==> src/common/memstage_pkg.sv <==
package memstage_pkg;

    // Data and address widths
    typedef logic [31:0] word_t;
    typedef logic [31:0] addr_t;
    typedef logic [3:0]  wmask_t;    // One enable per byte lane
    typedef logic [15:0] count_t;

    // Memory operation class
    typedef logic [1:0] mem_op_t;
    localparam mem_op_t MEM_OP_NONE   = 2'd0;
    localparam mem_op_t MEM_OP_LOAD   = 2'd1;
    localparam mem_op_t MEM_OP_STORE  = 2'd2;
    localparam mem_op_t MEM_OP_ATOMIC = 2'd3;

    // Access size
    typedef logic [1:0] mem_size_t;
    localparam mem_size_t SIZE_B = 2'd0;
    localparam mem_size_t SIZE_H = 2'd1;
    localparam mem_size_t SIZE_W = 2'd2;

    // Atomic sub-operation, only looked at for MEM_OP_ATOMIC
    typedef logic [3:0] amo_op_t;
    localparam amo_op_t AMO_LR   = 4'd0;
    localparam amo_op_t AMO_SC   = 4'd1;
    localparam amo_op_t AMO_SWAP = 4'd2;
    localparam amo_op_t AMO_ADD  = 4'd3;
    localparam amo_op_t AMO_XOR  = 4'd4;
    localparam amo_op_t AMO_AND  = 4'd5;
    localparam amo_op_t AMO_OR   = 4'd6;
    localparam amo_op_t AMO_MIN  = 4'd7;
    localparam amo_op_t AMO_MAX  = 4'd8;

    // Trap causes raised here, others pass through unchanged
    typedef logic [3:0] cause_t;
    localparam cause_t CAUSE_LOAD_ACCESS_FAULT  = 4'd5;
    localparam cause_t CAUSE_STORE_ACCESS_FAULT = 4'd7;

    // Data RAM geometry and timing
    localparam int RAM_WORDS   = 256;
    localparam int RAM_ADDR_W  = $clog2(RAM_WORDS);      // Word index bits
    localparam int RAM_LATENCY = 2;                      // Accept to response pulse
    localparam int RAM_LAT_W   = $clog2(RAM_LATENCY + 1);

endpackage

==> src/stall_counter.sv <==
`timescale 1ns/1ns

module stall_counter
    import memstage_pkg::*;
(
    input  logic   clk,
    input  logic   rst,
    input  logic   stall,
    input  logic   count_clear,
    output count_t stall_count
);
    logic at_max;

    assign at_max = stall_count == '1;

    always_ff @(posedge clk) begin
        if (rst) begin
            stall_count <= '0;
        end else if (count_clear) begin
            stall_count <= '0;                       // Clear wins over counting
        end else if (stall && !at_max) begin
            stall_count <= stall_count + count_t'(1); // Saturates at all ones
        end
    end

endmodule

==> config.mk <==
export PLATFORM = sky130hd
export DESIGN_NAME = stall_counter
export DESIGN_NICKNAME = d
export VERILOG_FILES = /design/src/common/memstage_pkg.sv /design/src/stall_counter.sv
export SDC_FILE = /design/constraint.sdc
export NUM_CORES = 1
export LEC_CHECK = 0
export BUFFER_PORTS_ARGS = -buffer_cell sky130_fd_sc_hd__buf_2
export CORE_MARGIN = 1.5
export CORE_UTILIZATION = 35
export CTS_CLUSTER_SIZE = 28
export DETAILED_ROUTE_END_ITERATION = 7
export GPL_TIMING_DRIVEN = 0
export HOLD_SLACK_MARGIN = 0.02
export PLACE_DENSITY_LB_ADDON = 0.1
export SKIP_CTS_REPAIR_TIMING = 1
export SYNTH_ARGS = -nofsm -noshare
export SYNTH_HDL_FRONTEND = slang
export SYNTH_SLANG_ARGS = --single-unit
==> constraint.sdc <==
create_clock -name clk -period 2.34 [get_ports clk]
set_input_delay 0.117 -clock clk [delete_from_list [all_inputs] [get_ports clk]]
set_output_delay 0.117 -clock clk [all_outputs]
set_load 0.01 [all_outputs]
# Word level (Yosys, flattened, before mapping)
# Cells that the tools add are included.
# W data, S select, Z words.
word_totals:
  in_bits: 4
  out_inout_bits: 16
  register_bits: 16
op_classes:
  eq_ne: 1
  n_reduce_logical: 3
  n_addsub: 1
ops:
  columns: ["op", "count"]
  rows:
  - ["$add A16 B1 Y16 const B", 1]
  - ["$eq A16 B16 Y1 const B", 1]
  - ["$reduce_or A2 Y1", 1]
  - ["$logic_and A1 B1 Y1", 1]
  - ["$logic_not A1 Y1", 1]

# Depth between registers and ports, before layout
# Gate-level depths: netlist of the first run.
logic_depth:
  depth_word: 3
  mapped_depth: 6

# Least setup slack after synthesis of the first run
# Ideal clock, no wire load.
synth_timing:
  path_kind: "register -> register"
  start: "register stall_count[0]"
  end: "register stall_count[15]"
  arrival_ns: 1.706
  stages_incl_launch_ff: 7
  path_slack_ns: 0.563
  required_time_ns: 2.269
  n_path_buf: 1
  path_cell_list: "dfxtp_1 -> ha_1 -> and2_1 -> and4_4 -> buf_6 -> or4_1 -> a21oi_1"
synth_between:
  elab_chain_len: 3
  word_cells_on_any_way: 4
synth_lines:
  columns: ["item", "line", "rtl"]
  rows:
  - ["start, declared", "stall_counter.sv:10", "output count_t stall_count"]
  - ["start signal, assigned", "stall_counter.sv:22", "stall_count <= stall_count + count_t'(1);"]
  - ["branches (longest 3 deep; another with $add A16 B1 Y16)", null, null]
# Several ways; the timed one is not identified.
# A chain may end at the register's enable or synchronous reset.

# Worst setup path in the final report of the first run
# Ends and elaborated chain as after synthesis.

==> results of run 1 <==
## power breakdown
| part | switching (W) | internal, W |
|---|---|---|
| combinational | 0.0000158 | 0.0000110 |
| clock | 0.0000924 | 0.0000949 |
| sequential | 0.00000466 | 0.000275 |
## cell type report
cell class	instances	area, um2
Fill cell	272	1410
Multi-Input combinational cell	85	547
Sequential cell	16	320
Timing Repair Buffer	18	90.1
Buffer	7	50.0
Tap cell	30	37.5
Clock buffer	4	36.3
Inverter	2	7.51
## worst max-delay path by stage
stage                     slack, ns  cells past startpoint               to      startpoint
after floorplan                0.56                      6  stall_count[15]  stall_count[0]
after global placement         0.49                      6  stall_count[15]  stall_count[0]
after detailed placement       0.49                      6  stall_count[15]  stall_count[0]
after CTS                      0.45                      6  stall_count[15]  stall_count[0]
after global routing           0.36                      5   stall_count[8]  stall_count[0]
final                          0.45                      6  stall_count[15]  stall_count[0]
## cells by family after synthesis
family	after synthesis	synth area share, %
buffers and inverters	9	6.22
muxes	2	2.17
adders and majority gates	1	1.35
AOI/OAI and AO/OA	29	20.3
and+or+nand+nor	53	35.3
DFF	16	34.6
## synthesized netlist by cell type, types with 3 or more instances
cell type | count | area, um2
nor2_1 | 5 | 18.8
buf_6 | 3 | 33.8
clkbuf_1 | 3 | 11.3
or4_1 | 5 | 37.5
a21oi_1 | 9 | 45.0
nand2_1 | 6 | 22.5
o31ai_1 | 5 | 37.5
a31oi_1 | 4 | 25.0
and3_1 | 4 | 25.0
and4_1 | 4 | 35.0
dfxtp_1 | 16 | 320
o21ai_0 | 4 | 20.0
nand3_1 | 9 | 45.0
nand4_1 | 7 | 43.8
## worst max-delay path, stage by stage, from the launching register on
cell and delay [ns]:
dfxtp_1 0.39, ha_1 0.29, and2_1 0.19, and4_4 0.19, buf_6 0.13, or4_1 0.50
a21oi_1 0.14
## layer usage
metal	up-vias	track usage [%]
met3	2	5.74
li1	481	-
met2	36	28.9
met4	0	5.00
met1	450	23.5
met5	-	0
## per-stage QoR
step                setup slack [ns]  cells
global route                   0.360    162
CTS                            0.453    162
global placement               0.495    158
floorplan                      0.563    110
finish                         0.449    162
detailed placement             0.486    158
==> impl_metrics.json, run 1 <==
{
  "final_common_cell": "buf_2",
  "cp_max_fo": 10,
  "synth_nets": 115,
  "grt_pass1_wl_mm": 3.82,
  "synthFlopType": "dfxtp_1",
  "ant_nets": 0,
  "final_area_um2": 1090,
  "regMostFlops": "stall_count",
  "layout-drive-gt1-share_pct": 22.7,
  "place.gp.congestion": 0.757,
  "ioPinCount": 20,
  "worst_slew_pin_slew_ns": 0.511,
  "status": "complete, no violations",
  "ys_ff_latch": 16,
  "ys_warn_count": 0,
  "skew_ns": 0.00331,
  "die_y_um": 54.4,
  "clk_latency_ns": 0.29,
  "dr_wl_met3_um": 165,
  "firstDrtPassIters": 5,
  "ys_seq_area_share_pct": 34.6,
  "syn2layout_area_growth_pct": 17.7,
  "post-route-period-util_pct": 80.8,
  "cts-htree-levels": 1,
  "post-route-util_pct": 43.5,
  "drv_cap": 0,
  "routedWlPerCell_um": 14.0,
  "overflow": 0,
  "cp-end-kind": "flip-flop",
  "dr_wl_met2_mm": 1.05,
  "power.total_w": 0.000494,
  "worst_hold_path.num_cells": 3,
  "die_w_um": 54.4,
  "maxSlewViolCount": 0,
  "reg2reg_slack_ns": 0.45,
  "fin_nets": 138,
  "drt_iter0_drc": 17,
  "r2r_end": "stall_count[15]",
  "port_buffers": 18,
  "max_freq_mhz": 529,
  "critPathKind": "reg -> reg",
  "die-area_um2": 2960,
  "grtUsageTotal_pct": 18.1,
  "dp_hpwl_mm": 1.58,
  "grt_setup_unrepaired": "false",
  "hold_ws_ns": 0.121,
  "root_buffer": "clkbuf_4",
  "relSlewSlack_pct": 65.9,
  "r2r_cells": 6,
  "synth_cell_types": 32,
  "regToRegStartpoint": "stall_count[0]",
  "fin_crit_ns": 1.89,
  "setup_tns_ns": 0,
  "start_util_pct": 37.0,
  "hold_start": "rst",
  "cts_buffer_depth": 2,
  "syn_inst": 110,
  "clkTransAtPathRegs_ns": 0.10,
  "diodes": 0,
  "syn_area_um2": 925,
  "cp-start-kind": "flip-flop",
  "reg_top3": "stall_count x16",
  "power_density_nw_per_um2": 454,
  "cts_buffers": 3,
  "synth_edf_count": 0,
  "min_path_type": "in -> reg",
  "p_leak_nw": 0.417,
  "arrival_ns": 2.12,
  "core_um2": 2500,
  "setup_viol": 0,
  "grt_max_degree": 11,
  "cts_tree": "yes",
  "hold_viol": 0,
  "antenna_found_initial": 0,
  "final_cell_mix": "buf_2 (19), dfxtp_1 (16), nand3_1 (9), a21oi_1 (9), nand4_1 (7)",
  "grt_pass1_vias": 834,
  "avgSynthCellArea_um2": 8.41,
  "via_count": 969,
  "num_rows": 18,
  "placed_cell_area_um2": 1050,
  "async_flop_share_pct": 0,
  "viasPerCell": 5.98,
  "whs_endpoint": "stall_count[13]",
  "wl_met1_mm": 1.05,
  "wl_mm": 2.27,
  "drc": 0,
  "cts.sinks": 16,
  "largest_register_ffs": 16,
  "highest-signal-layer": "met4",
  "crit_required_ns": 2.57,
  "ir_drop_v": 0.000305
}
Power figures use the tool's default switching activity.
==> run 2, diff against run 1 <==
- clock period: 2.34 -> 1.5 ns (I/O delays scaled with it)
==> run 2 against run 1 <==
  * The run now ends with negative setup slack left
  * Setup slack got worse by 0.58 ns
  * Die area stayed put
  * Sequential power rose by 54%
  * Clock-buffer cell count did not move
  * Clock power rose by 57%
  * Total power increased by 58%
  * Critical path depth is 1 lower
  * Non-clock buffer count is 9 higher
  * Utilization increased by 8.0 points
  * Fmax up 16%
==> impl_metrics.json, run 2 (synthesis results as in run 1) <==
{
  "worst_slew_pin_slew_ns": 0.568,
  "ff_latch_area_um2": 352,
  "cp-end-kind": "flip-flop",
  "grt_max_degree": 11,
  "ir_drop_v": 0.000389,
  "cts_buffers": 3,
  "root_buffer": "clkbuf_4",
  "overflow": 0,
  "largest_register_ffs": 16,
  "wl_mm": 2.73,
  "skew_ns": 0.0145,
  "regToRegStartpoint": "stall_count[7]",
  "max_freq_mhz": 612,
  "start_util_pct": 37.0,
  "place_ws_ns": -0.234,
  "grtUsageTotal_pct": 19.7,
  "die_y_um": 54.4,
  "ioPinCount": 20,
  "antenna_found_initial": 0,
  "reg2reg_slack_ns": -0.13,
  "ant_nets": 0,
  "multi_input_area_um2": 652,
  "reg_top3": "stall_count x16",
  "post-route-period-util_pct": 109,
  "cts.sinks": 16,
  "dp_hpwl_mm": 1.65,
  "worst_hold_path.num_cells": 3,
  "clk_latency_ns": 0.30,
  "fin_crit_ns": 1.63,
  "arrival_ns": 1.84,
  "viasPerCell": 6.06,
  "fillers": 252,
  "min_path_type": "in -> reg",
  "diodes": 0,
  "die-area_um2": 2960,
  "hold_ws_ns": 0.102,
  "r2r_cells": 5,
  "cts_buffer_depth": 2,
  "cts-htree-levels": 1,
  "hold_start": "rst",
  "drc": 0,
  "via_count": 1036,
  "port_buffers": 18,
  "crit_required_ns": 1.71,
  "routedWlPerCell_um": 16.0,
  "grt_setup_unrepaired": "true",
  "worst_slack_ns": -0.133,
  "whs_endpoint": "stall_count[13]",
  "die_w_um": 54.4,
  "critPathKind": "reg -> reg",
  "layout-drive-gt1-share_pct": 50.4,
  "place.gp.congestion": 0.748,
  "power.total_w": 0.000780,
  "p_leak_nw": 0.487,
  "drt_iter0_drc": 18,
  "status": "complete, but fails checks",
  "regMostFlops": "stall_count",
  "num_rows": 18,
  "firstDrtPassIters": 4,
  "final_common_cell": "buf_2",
  "violations": "negative setup slack",
  "grt_pass1_wl_mm": 4.27,
  "grt_pass1_vias": 903,
  "r2r_end": "stall_count[10]",
  "clkTransAtPathRegs_ns": 0.11,
  "syn2layout_area_growth_pct": 39.4,
  "cp-start-kind": "flip-flop",
  "drv_cap": 0,
  "cts_tree": "yes",
  "setup_viol": 7,
  "relSlewSlack_pct": 62.1,
  "power_density_nw_per_um2": 605,
  "final_cell_mix": "buf_2 (18), buf_4 (12), nand3_1 (9)",
  "cp_max_fo": 7,
  "maxSlewViolCount": 0,
  "fin_nets": 147,
  "hold_viol": 0,
  "core_um2": 2500
}
[run 2: report_power, final]
| group | leakage (nW) | switching, W | internal (W) |
|---|---|---|---|
| registers | 0.137 | 0.00000869 | 0.000421 |
| logic | 0.329 | 0.0000300 | 0.0000262 |
| clock network | 0.0210 | 0.000146 | 0.000148 |
[run 2: layout make-up]
| cell class | count | area share, % |
|---|---|---|
| Clock buffer | 4 | 2.82 |
| Tap cell | 30 | 2.91 |
| Timing Repair Buffer | 30 | 13.8 |
| Multi-Input combinational cell | 85 | 50.6 |
| Buffer | 4 | 2.04 |
| Inverter | 2 | 0.583 |
| Sequential cell | 16 | 27.3 |
[run 2: per-stage QoR]
step / instance area (um2) / setup TNS, ns / std cells / util (%)
after floorplan: 955 / -0.452 / 110 / -
after global placement: 1080 / -0.869 / 158 / 43.3
after detailed placement: 1080 / -1.05 / 158 / 43.3
after CTS: 1120 / -1.25 / 162 / 44.7
after global routing: 1290 / -1.00 / 171 / 51.6
final: 1290 / -0.458 / 171 / 51.6
[run 2: critical path, cell delays in order, from the launching register on]
cell     delay [ns]
dfxtp_2        0.36
and4_1         0.21
buf_6          0.13
and3_4         0.19
or4_1          0.52
a21oi_1        0.15
[run 2: routing by layer]
metal,track usage (%),vias to the layer above,share of wire (%)
li1,-,500,-
met1,27.9,503,48
met2,30.1,28,47
met3,2.46,5,3.4
met4,7.50,0,1.2
met5,0,-,0
[run 2: worst max-delay path by stage]
stage	depth (start not counted)	endpoint	start
floorplan	6	stall_count[9]	stall_count[1]
global placement	5	stall_count[15]	stall_count[3]
detailed placement	5	stall_count[15]	stall_count[3]
CTS	5	stall_count[15]	stall_count[3]
global route	5	stall_count[10]	stall_count[7]
finish	5	stall_count[10]	stall_count[7]
