$ cat config.mk
export PLATFORM = sky130hd
export DESIGN_NAME = mem_stage_ctrl
export DESIGN_NICKNAME = d
export VERILOG_FILES = /design/src/common/memstage_pkg.sv /design/src/mem_stage/store_format.sv /design/src/mem_stage/load_format.sv /design/src/mem_stage/mem_stage_ctrl.sv
export SDC_FILE = /design/constraint.sdc
export NUM_CORES = 1
export LEC_CHECK = 0
export ABC_AREA = 1
export BUFFER_PORTS_ARGS = -buffer_cell sky130_fd_sc_hd__clkbuf_2
export CAP_MARGIN = 10
export CORE_MARGIN = 2
export CORE_UTILIZATION = 52
export CTS_BUF_LIST = sky130_fd_sc_hd__clkbuf_16
export DETAILED_ROUTE_END_ITERATION = 16
export PLACE_DENSITY = 0.86
export SYNTH_ARGS = -nofsm -noshare
export SYNTH_HDL_FRONTEND = slang
export SYNTH_SLANG_ARGS = --single-unit
$ cat constraint.sdc
create_clock -name clk -period 4.1 [get_ports clk]
set_input_delay 0.615 -clock clk [delete_from_list [all_inputs] [get_ports clk]]
set_output_delay 0.615 -clock clk [all_outputs]
set_load 0.01 [all_outputs]
$ cat src/common/memstage_pkg.sv
package memstage_pkg;

    // Data and address widths
    typedef logic [31:0] word_t;
    typedef logic [31:0] addr_t;
    typedef logic [3:0]  wmask_t;    // One enable per byte lane
    typedef logic [15:0] count_t;

    // Memory operation class
    typedef logic [1:0] mem_op_t;
    localparam mem_op_t MEM_OP_NONE   = 2'd0;
    localparam mem_op_t MEM_OP_LOAD   = 2'd1;
    localparam mem_op_t MEM_OP_STORE  = 2'd2;
    localparam mem_op_t MEM_OP_ATOMIC = 2'd3;

    // Access size
    typedef logic [1:0] mem_size_t;
    localparam mem_size_t SIZE_B = 2'd0;
    localparam mem_size_t SIZE_H = 2'd1;
    localparam mem_size_t SIZE_W = 2'd2;

    // Atomic sub-operation, only looked at for MEM_OP_ATOMIC
    typedef logic [3:0] amo_op_t;
    localparam amo_op_t AMO_LR   = 4'd0;
    localparam amo_op_t AMO_SC   = 4'd1;
    localparam amo_op_t AMO_SWAP = 4'd2;
    localparam amo_op_t AMO_ADD  = 4'd3;
    localparam amo_op_t AMO_XOR  = 4'd4;
    localparam amo_op_t AMO_AND  = 4'd5;
    localparam amo_op_t AMO_OR   = 4'd6;
    localparam amo_op_t AMO_MIN  = 4'd7;
    localparam amo_op_t AMO_MAX  = 4'd8;

    // Trap causes raised here, others pass through unchanged
    typedef logic [3:0] cause_t;
    localparam cause_t CAUSE_LOAD_ACCESS_FAULT  = 4'd5;
    localparam cause_t CAUSE_STORE_ACCESS_FAULT = 4'd7;

    // Data RAM geometry and timing
    localparam int RAM_WORDS   = 256;
    localparam int RAM_ADDR_W  = $clog2(RAM_WORDS);      // Word index bits
    localparam int RAM_LATENCY = 2;                      // Accept to response pulse
    localparam int RAM_LAT_W   = $clog2(RAM_LATENCY + 1);

endpackage

$ cat src/mem_stage/store_format.sv
`timescale 1ns/1ns

module store_format
    import memstage_pkg::*;
(
    input  mem_op_t   mem_op,
    input  amo_op_t   amo_op,
    input  mem_size_t mem_size,
    input  logic      is_unsigned,
    input  addr_t     addr,
    input  word_t     rs2_data,
    input  word_t     saved_rdata,
    output word_t     wdata,
    output wmask_t    wmask
);
    logic  less_than;
    word_t amo_result;

    // Old word against operand, signedness picked per instruction
    assign less_than = is_unsigned ? (saved_rdata < rs2_data) :
                                     ($signed(saved_rdata) < $signed(rs2_data));

    always_comb begin
        case (amo_op)
            AMO_SWAP: amo_result = rs2_data;
            AMO_ADD:  amo_result = saved_rdata + rs2_data;
            AMO_XOR:  amo_result = saved_rdata ^ rs2_data;
            AMO_AND:  amo_result = saved_rdata & rs2_data;
            AMO_OR:   amo_result = saved_rdata | rs2_data;
            AMO_MIN:  amo_result = less_than ? saved_rdata : rs2_data;
            AMO_MAX:  amo_result = less_than ? rs2_data : saved_rdata;
            default:  amo_result = rs2_data;   // SC writes the operand as is
        endcase
    end

    always_comb begin
        if (mem_op == MEM_OP_ATOMIC) begin
            // Atomics are always whole aligned words
            wdata = amo_result;
            wmask = 4'b1111;
        end else begin
            wdata = rs2_data << {addr[1:0], 3'b000};
            case (mem_size)
                SIZE_B:  wmask = wmask_t'(4'b0001) << addr[1:0];
                SIZE_H:  wmask = wmask_t'(4'b0011) << addr[1:0];
                default: wmask = 4'b1111;
            endcase
        end
    end

endmodule

$ cat src/mem_stage/load_format.sv
`timescale 1ns/1ns

module load_format
    import memstage_pkg::*;
(
    input  mem_op_t   mem_op,
    input  amo_op_t   amo_op,
    input  mem_size_t mem_size,
    input  logic      is_unsigned,
    input  logic      sc_succeeded,
    input  word_t     saved_rdata,
    output word_t     rdata
);
    logic sign_b;
    logic sign_h;

    // Sign bits of the low lanes, already shifted down by the controller
    assign sign_b = !is_unsigned && saved_rdata[7];
    assign sign_h = !is_unsigned && saved_rdata[15];

    always_comb begin
        if (mem_op == MEM_OP_ATOMIC) begin
            if (amo_op == AMO_SC) begin
                rdata = sc_succeeded ? 32'd0 : 32'd1;
            end else begin
                rdata = saved_rdata;          // LR and AMOs return the old word
            end
        end else begin
            case (mem_size)
                SIZE_B:  rdata = {{24{sign_b}}, saved_rdata[7:0]};
                SIZE_H:  rdata = {{16{sign_h}}, saved_rdata[15:0]};
                default: rdata = saved_rdata;
            endcase
        end
    end

endmodule

$ cat src/mem_stage/mem_stage_ctrl.sv
`timescale 1ns/1ns

module mem_stage_ctrl
    import memstage_pkg::*;
(
    input  logic      clk,
    input  logic      rst,
    input  logic      valid,
    input  logic      is_new,
    input  logic      trap_in_valid,
    input  cause_t    trap_in_cause,
    input  mem_op_t   mem_op,
    input  mem_size_t mem_size,
    input  logic      is_unsigned,
    input  amo_op_t   amo_op,
    input  addr_t     addr,
    input  word_t     rs2_data,
    input  logic      req_ready,
    input  logic      resp_valid,
    input  word_t     resp_rdata,
    input  logic      resp_error,
    output logic      req_valid,
    output logic      req_wen,
    output addr_t     req_addr,
    output word_t     req_wdata,
    output wmask_t    req_wmask,
    output logic      trap_out_valid,
    output cause_t    trap_out_cause,
    output word_t     rdata,
    output logic      stall
);
    typedef enum logic [1:0] {
        ST_IDLE,
        ST_WAIT_READY,
        ST_WAIT_READ,
        ST_WAIT_WRITE
    } state_t;

    state_t state;
    logic   cmd_done;       // Access finished, result held until retire
    logic   replaced;       // AMO has moved on to its store phase
    logic   res_valid;
    addr_t  res_addr;
    logic   sc_succeeded;
    word_t  saved_rdata;    // Lane-shifted read word
    logic   saved_error;

    logic is_atomic;
    logic is_amo_rmw;
    logic sc_executable;
    logic is_store;
    logic is_store_cmd;
    logic mem_trap;

    assign is_atomic     = mem_op == MEM_OP_ATOMIC;
    assign is_amo_rmw    = is_atomic && amo_op != AMO_LR && amo_op != AMO_SC;
    assign sc_executable = res_valid && res_addr == addr;

    // Direction of the access currently being issued
    assign is_store = mem_op == MEM_OP_STORE ||
                      (is_atomic && (amo_op == AMO_SC || (replaced && state != ST_IDLE)));

    // Fault class, LR counts as a load and every other atomic as a store
    assign is_store_cmd = mem_op == MEM_OP_STORE || (is_atomic && amo_op != AMO_LR);

    assign req_valid = valid && !trap_in_valid && state == ST_WAIT_READY;
    assign req_wen   = is_store;
    assign req_addr  = {addr[31:2], 2'b00};

    assign stall = valid && !trap_in_valid &&
                   (state != ST_IDLE || (is_new && mem_op != MEM_OP_NONE));

    // Trap merge
    assign mem_trap = valid && mem_op != MEM_OP_NONE && state == ST_IDLE &&
                      !is_new && cmd_done && saved_error;
    assign trap_out_valid = trap_in_valid || mem_trap;
    assign trap_out_cause = (trap_in_valid || !mem_trap) ? trap_in_cause :
                            is_store_cmd ? CAUSE_STORE_ACCESS_FAULT : CAUSE_LOAD_ACCESS_FAULT;

    always_ff @(posedge clk) begin
        if (rst) begin
            state        <= ST_IDLE;
            cmd_done     <= 1'b0;
            replaced     <= 1'b0;
            res_valid    <= 1'b0;
            sc_succeeded <= 1'b0;
            saved_error  <= 1'b0;
        end else if (!valid || trap_in_valid) begin
            state       <= ST_IDLE;   // Abort or empty slot
            cmd_done    <= 1'b0;
            replaced    <= 1'b0;
            saved_error <= 1'b0;
        end else begin
            case (state)
                ST_IDLE: if (is_new) begin
                    replaced    <= 1'b0;
                    saved_error <= 1'b0;
                    cmd_done    <= 1'b0;
                    if (mem_op != MEM_OP_NONE) begin
                        if (is_atomic && amo_op == AMO_SC) begin
                            res_valid    <= 1'b0;     // SC always drops the reservation
                            sc_succeeded <= sc_executable;
                            if (sc_executable) begin
                                state <= ST_WAIT_READY;
                            end else begin
                                cmd_done <= 1'b1;     // Fails without touching memory
                            end
                        end else begin
                            if (is_atomic && amo_op == AMO_LR) begin
                                res_valid <= 1'b1;
                                res_addr  <= addr;
                            end
                            state <= ST_WAIT_READY;
                        end
                    end
                end
                ST_WAIT_READY: if (req_ready) begin
                    state <= is_store ? ST_WAIT_WRITE : ST_WAIT_READ;
                end
                ST_WAIT_READ: if (resp_valid) begin
                    saved_rdata <= resp_rdata >> {addr[1:0], 3'b000};
                    saved_error <= resp_error;
                    if (is_amo_rmw && !resp_error) begin
                        state    <= ST_WAIT_READY;    // Second pass writes the result
                        replaced <= 1'b1;
                    end else begin
                        state    <= ST_IDLE;
                        cmd_done <= 1'b1;
                    end
                end
                ST_WAIT_WRITE: if (resp_valid) begin
                    saved_error <= resp_error;
                    state       <= ST_IDLE;
                    cmd_done    <= 1'b1;
                end
                default: state <= ST_IDLE;
            endcase
        end
    end

    store_format store_fmt_i (
        .mem_op      (mem_op),
        .amo_op      (amo_op),
        .mem_size    (mem_size),
        .is_unsigned (is_unsigned),
        .addr        (addr),
        .rs2_data    (rs2_data),
        .saved_rdata (saved_rdata),
        .wdata       (req_wdata),
        .wmask       (req_wmask)
    );

    load_format load_fmt_i (
        .mem_op       (mem_op),
        .amo_op       (amo_op),
        .mem_size     (mem_size),
        .is_unsigned  (is_unsigned),
        .sc_succeeded (sc_succeeded),
        .saved_rdata  (saved_rdata),
        .rdata        (rdata)
    );

endmodule

Word level (Yosys, flattened, before mapping)
Cells that the tools add are included.
{"block": "word_totals", "ff_bits": 71, "input_bits": 117, "output_inout_bits": 108, "wordCells": 136}
{"block": "op_classes", "n_addsub": 1, "eq_ne": 24, "n_bitwise": 6, "muxes": 39, "magnitude_cmp": 2, "shift": 4, "n_reduce_logical": 52}
{"cell": "$pmux 32 s6", "n": 1}
{"cell": "$mux 32", "n": 5}
{"cell": "$lt 32x32->1", "n": 2}
{"cell": "$pmux 32 s2", "n": 1}
{"cell": "$add 32x32->32", "n": 1}
{"cell": "$and 32x32->32", "n": 1}
{"cell": "$eq 32x32->1", "n": 1}
{"cell": "$or 32x32->32", "n": 1}
{"cell": "$shl 32x5->32", "n": 1}
{"cell": "$shr 32x5->32", "n": 1}
{"cell": "$xor 32x32->32", "n": 1}
{"cell": "$logic_and 1x1->1", "n": 19}
{"cell": "$mux 1", "n": 17}
{"cell": "$eq 4x3->1 const B", "n": 4}
{"cell": "$mux 2", "n": 8}
{"cell": "$reduce_and 5->1", "n": 3}
{"cell": "$ne 2x2->1 const B", "n": 7}
{"cell": "$reduce_bool 2->1", "n": 5}
{"cell": "$eq 2x2->1 const B", "n": 4}
{"cell": "$mux 4", "n": 2}
{"cell": "$pmux 2 s4", "n": 1}
{"cell": "$pmux 4 s2", "n": 1}
{"cell": "$reduce_and 4->1", "n": 2}
{"cell": "$logic_or 1x1->1", "n": 7}
{"cell": "21 further kinds", "n": 32}

Longest topological paths before layout
Gate-level depths: netlist of the first run.
{"block": "depth", "depth_word": 9, "mapped_depth": 22, "ltp_nobuf": 21}

Modules after synthesis
A second synthesis of the first run with hierarchy kept.
{"block": "unflattened", "hier_cells": 1812, "hier_area_um2": 10945.5}
{"mod": "store_format", "cells_per_inst": 1208, "n_inst": 1, "area_per_inst_um2": 6231.0, "seq_area_each_um2": 0.0}
{"mod": "mem_stage_ctrl", "cells_per_inst": 392, "n_inst": 1, "area_per_inst_um2": 3746.1, "seq_area_each_um2": 2062.0}
{"mod": "load_format", "cells_per_inst": 212, "n_inst": 1, "area_per_inst_um2": 968.4, "seq_area_each_um2": 0.0}

Worst setup path before layout of the first run
Ideal clock, no wire load.
{"block": "synth_timing", "path_kind": "input to register", "start": "input port mem_op[0]", "end": "register res_addr[0] (enable)", "t_required_ps": 3639, "arrival_time_ps": 3457, "path_buffers": 1, "setup_time_ps": 461, "stages": 5, "path_slack_ps": 182, "path_cell_list": "nand2_1 > inv_1 > clkbuf_1 > nand4_1 > nor3_1"}
{"block": "synth_between", "elab_chain_len": 4, "word_cells_on_any_way": 6, "cone_classes": "eq/ne (1); bitwise (1); reduce/logical (4)"}
{"item": "start: declaration", "line": "mem_stage_ctrl.sv:12", "text": "input mem_op_t mem_op,"}
{"item": "$eq 2x2->1", "line": "mem_stage_ctrl.sv:55", "text": "assign is_atomic = mem_op == MEM_OP_ATOMIC;"}
{"item": "$logic_and 1x1->1", "line": "mem_stage_ctrl.sv:100", "text": "if (is_atomic && amo_op == AMO_SC) begin"}
{"item": "$not 1->1 (no source line)"}
{"item": "$reduce_and 7->1 (no source line) *"}
{"item": "end signal: assignment", "line": "mem_stage_ctrl.sv:111", "text": "res_addr <= addr;"}
{"item": "end: declaration", "line": "mem_stage_ctrl.sv:43", "text": "addr_t res_addr;"}
Every way passes the cells marked *; elsewhere a longest branch is shown, timed or not.
A chain may end at the register's enable or synchronous reset.

Worst setup path after layout of the first run
{"block": "layout_timing", "start": "register saved_rdata[8]", "end": "output port req_wdata[30]"}
{"block": "layout_between", "elab_chain_len": 5, "word_cells_on_any_way": 8, "cone_classes": "add/sub (1); order compare (2); mux (5)"}
{"item": "start: declaration", "line": "mem_stage_ctrl.sv:45", "text": "word_t saved_rdata;"}
{"item": "start signal: assignment", "line": "mem_stage_ctrl.sv:121", "text": "saved_rdata <= resp_rdata >> {addr[1:0], 3'b000};"}
{"item": "$lt 32x32->1 (on tied branches)", "line": "store_format.sv:21, store_format.sv:20"}
{"item": "$mux 1", "line": "store_format.sv:20", "text": "assign less_than = is_unsigned ? (saved_rdata < rs2_data) :"}
{"item": "$mux 32 (on tied branches)", "line": "store_format.sv:31, store_format.sv:30"}
{"item": "$pmux 32 s6 *", "line": "store_format.sv:24", "text": "case (amo_op)"}
{"item": "$mux 32 *", "line": "store_format.sv:37", "text": "if (mem_op == MEM_OP_ATOMIC) begin"}
{"item": "end: declaration", "line": "mem_stage_ctrl.sv:25", "text": "output word_t req_wdata,"}
Marks and branches as above.

==> results of run 1 <==
-- power by group through the flow --
| stage | clock, µW | combinational (µW) | sequential (µW) |
|---|---|---|---|
| floorplan | 0 | 512 | 807 |
| detailed placement | 0 | 852 | 806 |
| CTS | 878 | 860 | 791 |
| finish | 886 | 891 | 791 |
| global route | 910 | 951 | 791 |
| global placement | 0 | 849 | 806 |
-- cells in the final DEF, fill, tap and decap left out, drive strengths merged, types with 2 or more instances in the layout --
master   netlist  final
nand2        430    430
inv          266    266
clkbuf        43    231
nor2         220    220
o21ai        130    130
nand3        117    117
a21oi        109    109
ha           100    100
edfxtp        64     64
buf           48     63
nor3          30     30
nand4         17     17
o21bai        15     15
o211ai        13     13
o2111ai       13     13
or2           11     11
xor2          10     10
nor4           8      8
a32o           8      8
a32oi          8      8
a22oi          8      8
xnor2          8      8
dfxtp          7      7
o22ai          6      6
clkinv         4      6
o21a           5      5
a21o           3      3
bufinv         0      3
a2111oi        3      3
a211oi         2      2
and2           2      2
o2111a         2      2
nand3b         2      2
a31oi          2      2
conb           1      2
-- worst paths after layout --
kind | slack, ns | depth (start not counted) | end | start
min reg2reg | 0.47 | 2 | saved_error$_SDFFE_PN0P_ | saved_error$_SDFFE_PN0P_
max reg2reg | 1.85 | 7 | res_addr[2]$_DFFE_PP_ | state[0]$_SDFFE_PN0P_
min | 0.47 | 2 | saved_error$_SDFFE_PN0P_ | saved_error$_SDFFE_PN0P_
max | 0.16 | 16 | req_wdata[30] | saved_rdata[8]$_DFFE_PP_
-- routing by layer --
metal | vias up | global-route usage [%]
met1 | 5773 | 54.0
met2 | 975 | 62.5
met5 | - | 0
li1 | 5987 | -
met3 | 134 | 8.43
met4 | 0 | 14.7
-- through the flow --
step                      util [%]  cells  instance area, µm²
after floorplan                  -   1719               10400
after global placement        61.2   2178               11900
after detailed placement      61.2   2178               11900
after CTS                     62.9   2193               12300
after global routing          62.9   2193               12300
final                         62.9   2193               12300
-- cell type report --
cell class	instances	area share, %
multi-input cells	1287	55.9
flip-flops and latches	71	16.8
repair buffers	285	13.6
inverters	270	8.25
well taps	265	2.70
clock buffers	9	1.83
clock inverters	6	0.896
-- state kept, by name, indices dropped and copies added (netlist names) --
register      flops
replaced          1
state             2
saved_error       1
res_valid         1
sc_succeeded      1
cmd_done          1
res_addr         32
saved_rdata      32
-- worst max-delay path, delay by kind of cell (launching register included) --
kind / cells / cell delay (ns)
AND/OR/NAND/NOR: 10 / 1.11
buffers and inverters: 3 / 0.47
flip-flops: 1 / 0.54
adder cells (fa/ha/maj): 1 / 0.34
AO/OA/AOI/OAI: 2 / 0.54
-- cells in the mapped netlist, types with 10 or more instances --
cell type  instances  share of area, %
a21oi_1          108               5.2
nor3_1            28               1.3
clkbuf_1          42               1.5
o2111ai_1         13               1.1
or2_2             11              0.66
nor2_1           219               7.9
xor2_1            10              0.84
o211ai_1          13              0.94
o21ai_0          125               6.0
edfxtp_1          64                18
buf_4             34               2.5
nand3_1          115               5.5
nand2_1          425                15
ha_1             100                12
o21bai_1          15               1.1
nand4_1           17               1.0
inv_1            259               9.3
buf_2             10              0.48
-- what timing repair did --
item	in CTS	in global routing
gates resized for setup	0	2
buffers inserted	0	0
endpoints found under the setup margin	0	5
-- logic make-up after synthesis --
group	Yosys count	synth area share, %
xor+xnor	18	1.51
buf+inv	361	14.5
other cells	1	0.0360
simple gates	838	33.4
compound gates	328	18.5
fa+ha+maj	101	12.2
flops	71	19.8
==> run_results.csv, run 1 <==
group,metric,value,unit
status,status,"complete, no violations",
grt,grt_first_pass_wirelength,66300,µm
power_and_ir_drop,ir_drop,499,µV
detailed_routing,via_per_inst,5.87,
detailed_routing,routed_wl,44500,µm
cts,tritoncts,"built",
logic_synthesis,synthesis.area,0.0104,mm²
detailed_routing,dr_wl_met3,6050,µm
cts,cts.sinks,71,
sta,finalClockSkew,0.00546,ns
grt,antenna_found_initial,0,
power_and_ir_drop,power.switching,892,µW
cts,h-tree-depth,3,
logic_synthesis,synth-seq-cells,71,
power_and_ir_drop,comb_power_share,34.7,%
sta,slew_headroom,45.2,%
sta,hold_slack,0.467,ns
worst_setup_path,crit_path_start_kind,"flip-flop",
detailed_routing,routed.top_layer,"met4",
grt,grt_max_degree,48,
finish,nFillCells,1872,
sta,period_needed,3.94,ns
cts,cts_hold_buffers,0,
floorplanning,die_y,146,µm
power_and_ir_drop,p_clk_share,34.5,%
worst_setup_path,critPathArrivalTime,3.33,ns
power_and_ir_drop,swShare,34.7,%
worst_setup_path,cp-end-kind,"output pin",
worst_setup_path,slowest_delay,0.54,ns
finish,seq_area,0.00206,mm²
placed_design,place.gp.congestion,1.02,
cts,clkLatencyLatePin,0.34,ns
sta,fmax,254,MHz
logic_synthesis,synthArstFlopShare,0,%
worst_setup_path,crit_chain,"inv_1 > ha_1 > buf_4 > nand2_1 > o21ai_0 > a21oi_1 > nand2_1 > nand2_1 > nand3_1 > nand2_1 > nand3_1 > nand3_1 > nand3_1 > nand2_1 > nand2_1 > clkbuf_2",
floorplanning,die_w,146,µm
detailed_routing,wl_met1,17400,µm
detailed_routing,antenna_left,0,
worst_setup_path,path_class,"flip-flop to output pin",
finish,syn_to_final_growth,18.0,%
finish,multiInputGateArea,0.00687,mm²
cts,path_clk_slew,0.06,ns
logic_synthesis,ys_seq_area_share,19.8,%
power_and_ir_drop,internal_power,1680,µW
worst_hold_path,worst_hold_path_type,"flip-flop to flip-flop",
sta,finalSetupViolations,0,
finish,drive_gt1_share,17.4,%
placed_design,dp_slack,0.313,ns
grt,grt_overflow,0,
sta,tns,0,ns
floorplanning,rows,51,
cts,cts-root-buf,"clkbuf_16",
sta,worst_slew_pin_slew,0.822,ns
worst_setup_path,critical_path.slowest_cell,"edfxtp_1",
placed_design,hpwl,34300,µm
sta,finalCritPeriodShare,96.1,%
sta,slew_violations,0,
sta,hold_viol,0,
power_and_ir_drop,seqPwrFrac,30.8,%
grt,grt_usage,39.8,%
logic_synthesis,synth_ff_type,"edfxtp_1",
cts,cts_made_buffers,9,
logic_synthesis,synth-edff-count,64,
detailed_routing,met2_wirelength,19200,µm
detailed_routing,vias,12900,
placed_design,port_buffers,222,
floorplanning,initial_utilization,53.3,%
logic_synthesis,synthDistinctLibCells,50,
worst_setup_path,cp_max_fo,5,
finish,diodes,0,
worst_setup_path,crit_required,3.48,ns
worst_setup_path,path_common_cell,"nand2_1",
power_and_ir_drop,p_total,2570,µW
detailed_routing,dr.pass1.iters,6,
sta,setup_ws,0.159,ns
detailed_routing,drtIter0Drc,1619,
cts,clockBufferDepth,2,
floorplanning,dieArea,0.0212,mm²
logic_synthesis,syn_inst,1718,
run,maxCapViolCount,0,
sta,rsz0062_at_grt,"false",
detailed_routing,drc_errors,0,
power_and_ir_drop,powerDensity,209,mW/mm²
logic_synthesis,post_synth.cell_area_avg,6.06,µm²
floorplanning,core,0.0195,mm²
finish,fin_nets,2142,
power_and_ir_drop,p_leak,0.00650,µW
grt,grt_pass1_vias,11600,
floorplanning,io_pins,225,
detailed_routing,wl_per_cell,20.3,µm
logic_synthesis,yosysWarnings,0,
No activity file was read; power rests on OpenSTA's default activity.
==> run 2, diff against run 1 <==
--- a/config.mk
+++ b/config.mk
@@ -8,6 +8,7 @@
 export ABC_AREA = 1
 export BUFFER_PORTS_ARGS = -buffer_cell sky130_fd_sc_hd__clkbuf_2
 export CAP_MARGIN = 10
+export CORE_ASPECT_RATIO = 0.8
 export CORE_MARGIN = 2
 export CORE_UTILIZATION = 52
 export CTS_BUF_LIST = sky130_fd_sc_hd__clkbuf_16
==> run 2 against run 1 <==
  * Final cell count up 2.2%
  * Power down 4.1%
  * Sequential share of layout area down 0.42 points
  * Utilization up 0.90 points
  * Highest routed layer unchanged
  * Critical path depth up 1
  * Via count up 1.7%
  * Cell area up 2.5%
  * Combinational power up 2.8%
  * Clock skew up 0.0021 ns
==> run_results.csv, run 2 (synthesis gave the netlist of run 1 again) <==
group,metric,value,unit
status,status,"complete, no violations",
detailed_routing,via_per_inst,5.84,
grt,grt_util_met3,14.1,%
placed_design,dp_slack,0.219,ns
floorplanning,io_pins,225,
sta,finalSetupViolations,0,
sta,finalCritPeriodShare,97.3,%
detailed_routing,drc_errors,0,
grt,grt_use_met2,60.7,%
floorplanning,rows,46,
worst_setup_path,critical_path.startpoint,"saved_rdata[23]$_SDFFCE_PP0P_",
finish,drive_gt1_share,20.2,%
floorplanning,die_y,131,µm
sta,rsz0062_at_grt,"false",
cts,h-tree-depth,3,
grt,antenna_found_initial,0,
sta,slew_violations,0,
worst_setup_path,crit_required,3.48,ns
sta,setup_ws,0.112,ns
grt,grt_first_pass_wirelength,67100,µm
sta,slew_headroom,26.4,%
worst_setup_path,cp.depth,17,
cts,clkLatencyLatePin,0.34,ns
grt,grt-busiest-layer,"met2",
cts,cts_hold_buffers,0,
worst_setup_path,critical_path.slowest_cell,"edfxtp_1",
power_and_ir_drop,ir_drop,347,µV
grt,grt_overflow,0,
worst_setup_path,r2r_slack,1.80,ns
worst_hold_path,min_path_cells,2,
floorplanning,core,0.0197,mm²
finish,layout_common_cells,"425 x nand2_1, 253 x inv_1, 222 x clkbuf_2",
worst_setup_path,crit_chain,"inv_1 > ha_2 > inv_2 > a21o_1 > a21oi_1 > nand2_1 > a21oi_2 > nand2_1 > nand2_4 > nand3_1 > buf_4 > nor2_1 > nor2_1 > nand3_1 > nand2_1 > nand2_1 > clkbuf_2",
worst_setup_path,critPathArrivalTime,3.37,ns
worst_setup_path,slowest_delay,0.49,ns
worst_hold_path,holdPathEnd,"sc_succeeded$_SDFFE_PP0P_",
worst_setup_path,timing.rr.end,"res_addr[15]$_DFFE_PP_",
sta,hold_slack,0.477,ns
grt,grt_usage,41.9,%
worst_setup_path,cp_num_buf_inv,4,
cts,clockBufferDepth,2,
cts,path_clk_slew,0.06,ns
detailed_routing,drtIter0Drc,1771,
sta,tns,0,ns
worst_setup_path,path_common_cell,"nand2_1",
finish,syn_to_final_growth,21.0,%
placed_design,place.gp.congestion,1.07,
power_and_ir_drop,p_leak,0.00669,µW
worst_setup_path,r2r_cells,7,
worst_setup_path,path_delay_family,"simple AND/OR/NAND/NOR gates",
finish,top_regs,"res_addr (32), saved_rdata (32), state (2)",
grt,grt_max_degree,47,
worst_setup_path,path_class,"flip-flop to output pin",
detailed_routing,wl_per_cell,20.5,µm
cts,tritoncts,"built",
worst_setup_path,cp-end-kind,"output pin",
sta,worst_slew_pin_slew,1.10,ns
detailed_routing,vias,13100,
worst_setup_path,crit_path_start_kind,"flip-flop",
power_and_ir_drop,p_total,2460,µW
floorplanning,dieArea,0.0212,mm²
cts,cts-root-buf,"clkbuf_16",
detailed_routing,routed_wl,46000,µm
worst_hold_path,worst_hold_path_type,"flip-flop to flip-flop",
power_and_ir_drop,powerDensity,195,mW/mm²
sta,period_needed,3.99,ns
placed_design,placed_cell_area,0.0122,mm²
finish,diodes,0,
floorplanning,initial_utilization,52.7,%
floorplanning,die_w,162,µm
sta,finalClockSkew,0.00755,ns
detailed_routing,dr.pass1.iters,6,
grt,grt_pass1_vias,11500,
finish,fin_nets,2190,
grt,gr-usage-met1,58.4,%
run,maxCapViolCount,0,
sta,fmax,251,MHz
placed_design,hpwl,36400,µm
sta,hold_viol,0,
worst_setup_path,cp_max_fo,10,
detailed_routing,antenna_left,0,
finish,final_common_cell,"nand2_1",
cts,cts_made_buffers,9,
worst_setup_path,r2r_start,"state[0]$_SDFFE_PN0P_",
worst_hold_path,worstHoldStart,"sc_succeeded$_SDFFE_PP0P_",
cts,cts.sinks,71,
finish,fin_area,0.0126,mm²
placed_design,port_buffers,222,
[run 2: report_power, final]
part | internal, µW | total (µW) | switching, µW | leakage, µW
Clock | 423 | 756 | 333 | 0.000136
Sequential | 790 | 791 | 0.643 | 0.000638
Combinational | 316 | 916 | 600 | 0.00591
Total | 1530 | 2460 | 933 | 0.00669
[run 2: worst max-delay path by stage]
| stage | endpoint | slack (ns) |
|---|---|---|
| 3_5_place_dp | req_wdata[18] | 0.22 |
| 5_1_grt | req_wdata[25] | 0.009 |
| 6_report | req_wdata[18] | 0.11 |
| 2_1_floorplan | res_addr[0]$_DFFE_PP_ | 0.18 |
| 3_3_place_gp | req_wdata[18] | 0.21 |
| 4_1_cts | req_wdata[18] | 0.07 |
[run 2: timing repair]
action,4_1_cts,5_1_grt
setup buffers,0,6
gates resized for setup,0,18
setup endpoints to repair,0,32
[run 2: layout make-up]
class,count,area (µm²)
Multi-Input combinational cell,1287,6900
Tap cell,264,330
Sequential cell,71,2060
Inverter,270,1010
Fill cell,1862,7140
Timing Repair Buffer,333,2010
Clock buffer,9,225
Clock inverter,7,63.8
[run 2: worst min-delay path, stage by stage, from the launching register on]
cell and delay, ns:
dfxtp_1 0.31, nand2_1 0.06, a21oi_1 0.06
[run 2: per-layer routing]
layer	up-vias	wire length (µm)
met1	5889	18900
met2	995	18500
met4	0	1600
met5	-	0
li1	6081	-
met3	119	6910
[run 2: through the flow]
stage	cells	util, %
6_report	2241	63.8
5_1_grt	2241	63.8
4_1_cts	2235	63.4
3_5_place_dp	2219	62.0
3_3_place_gp	2219	62.0
2_1_floorplan	1719	-
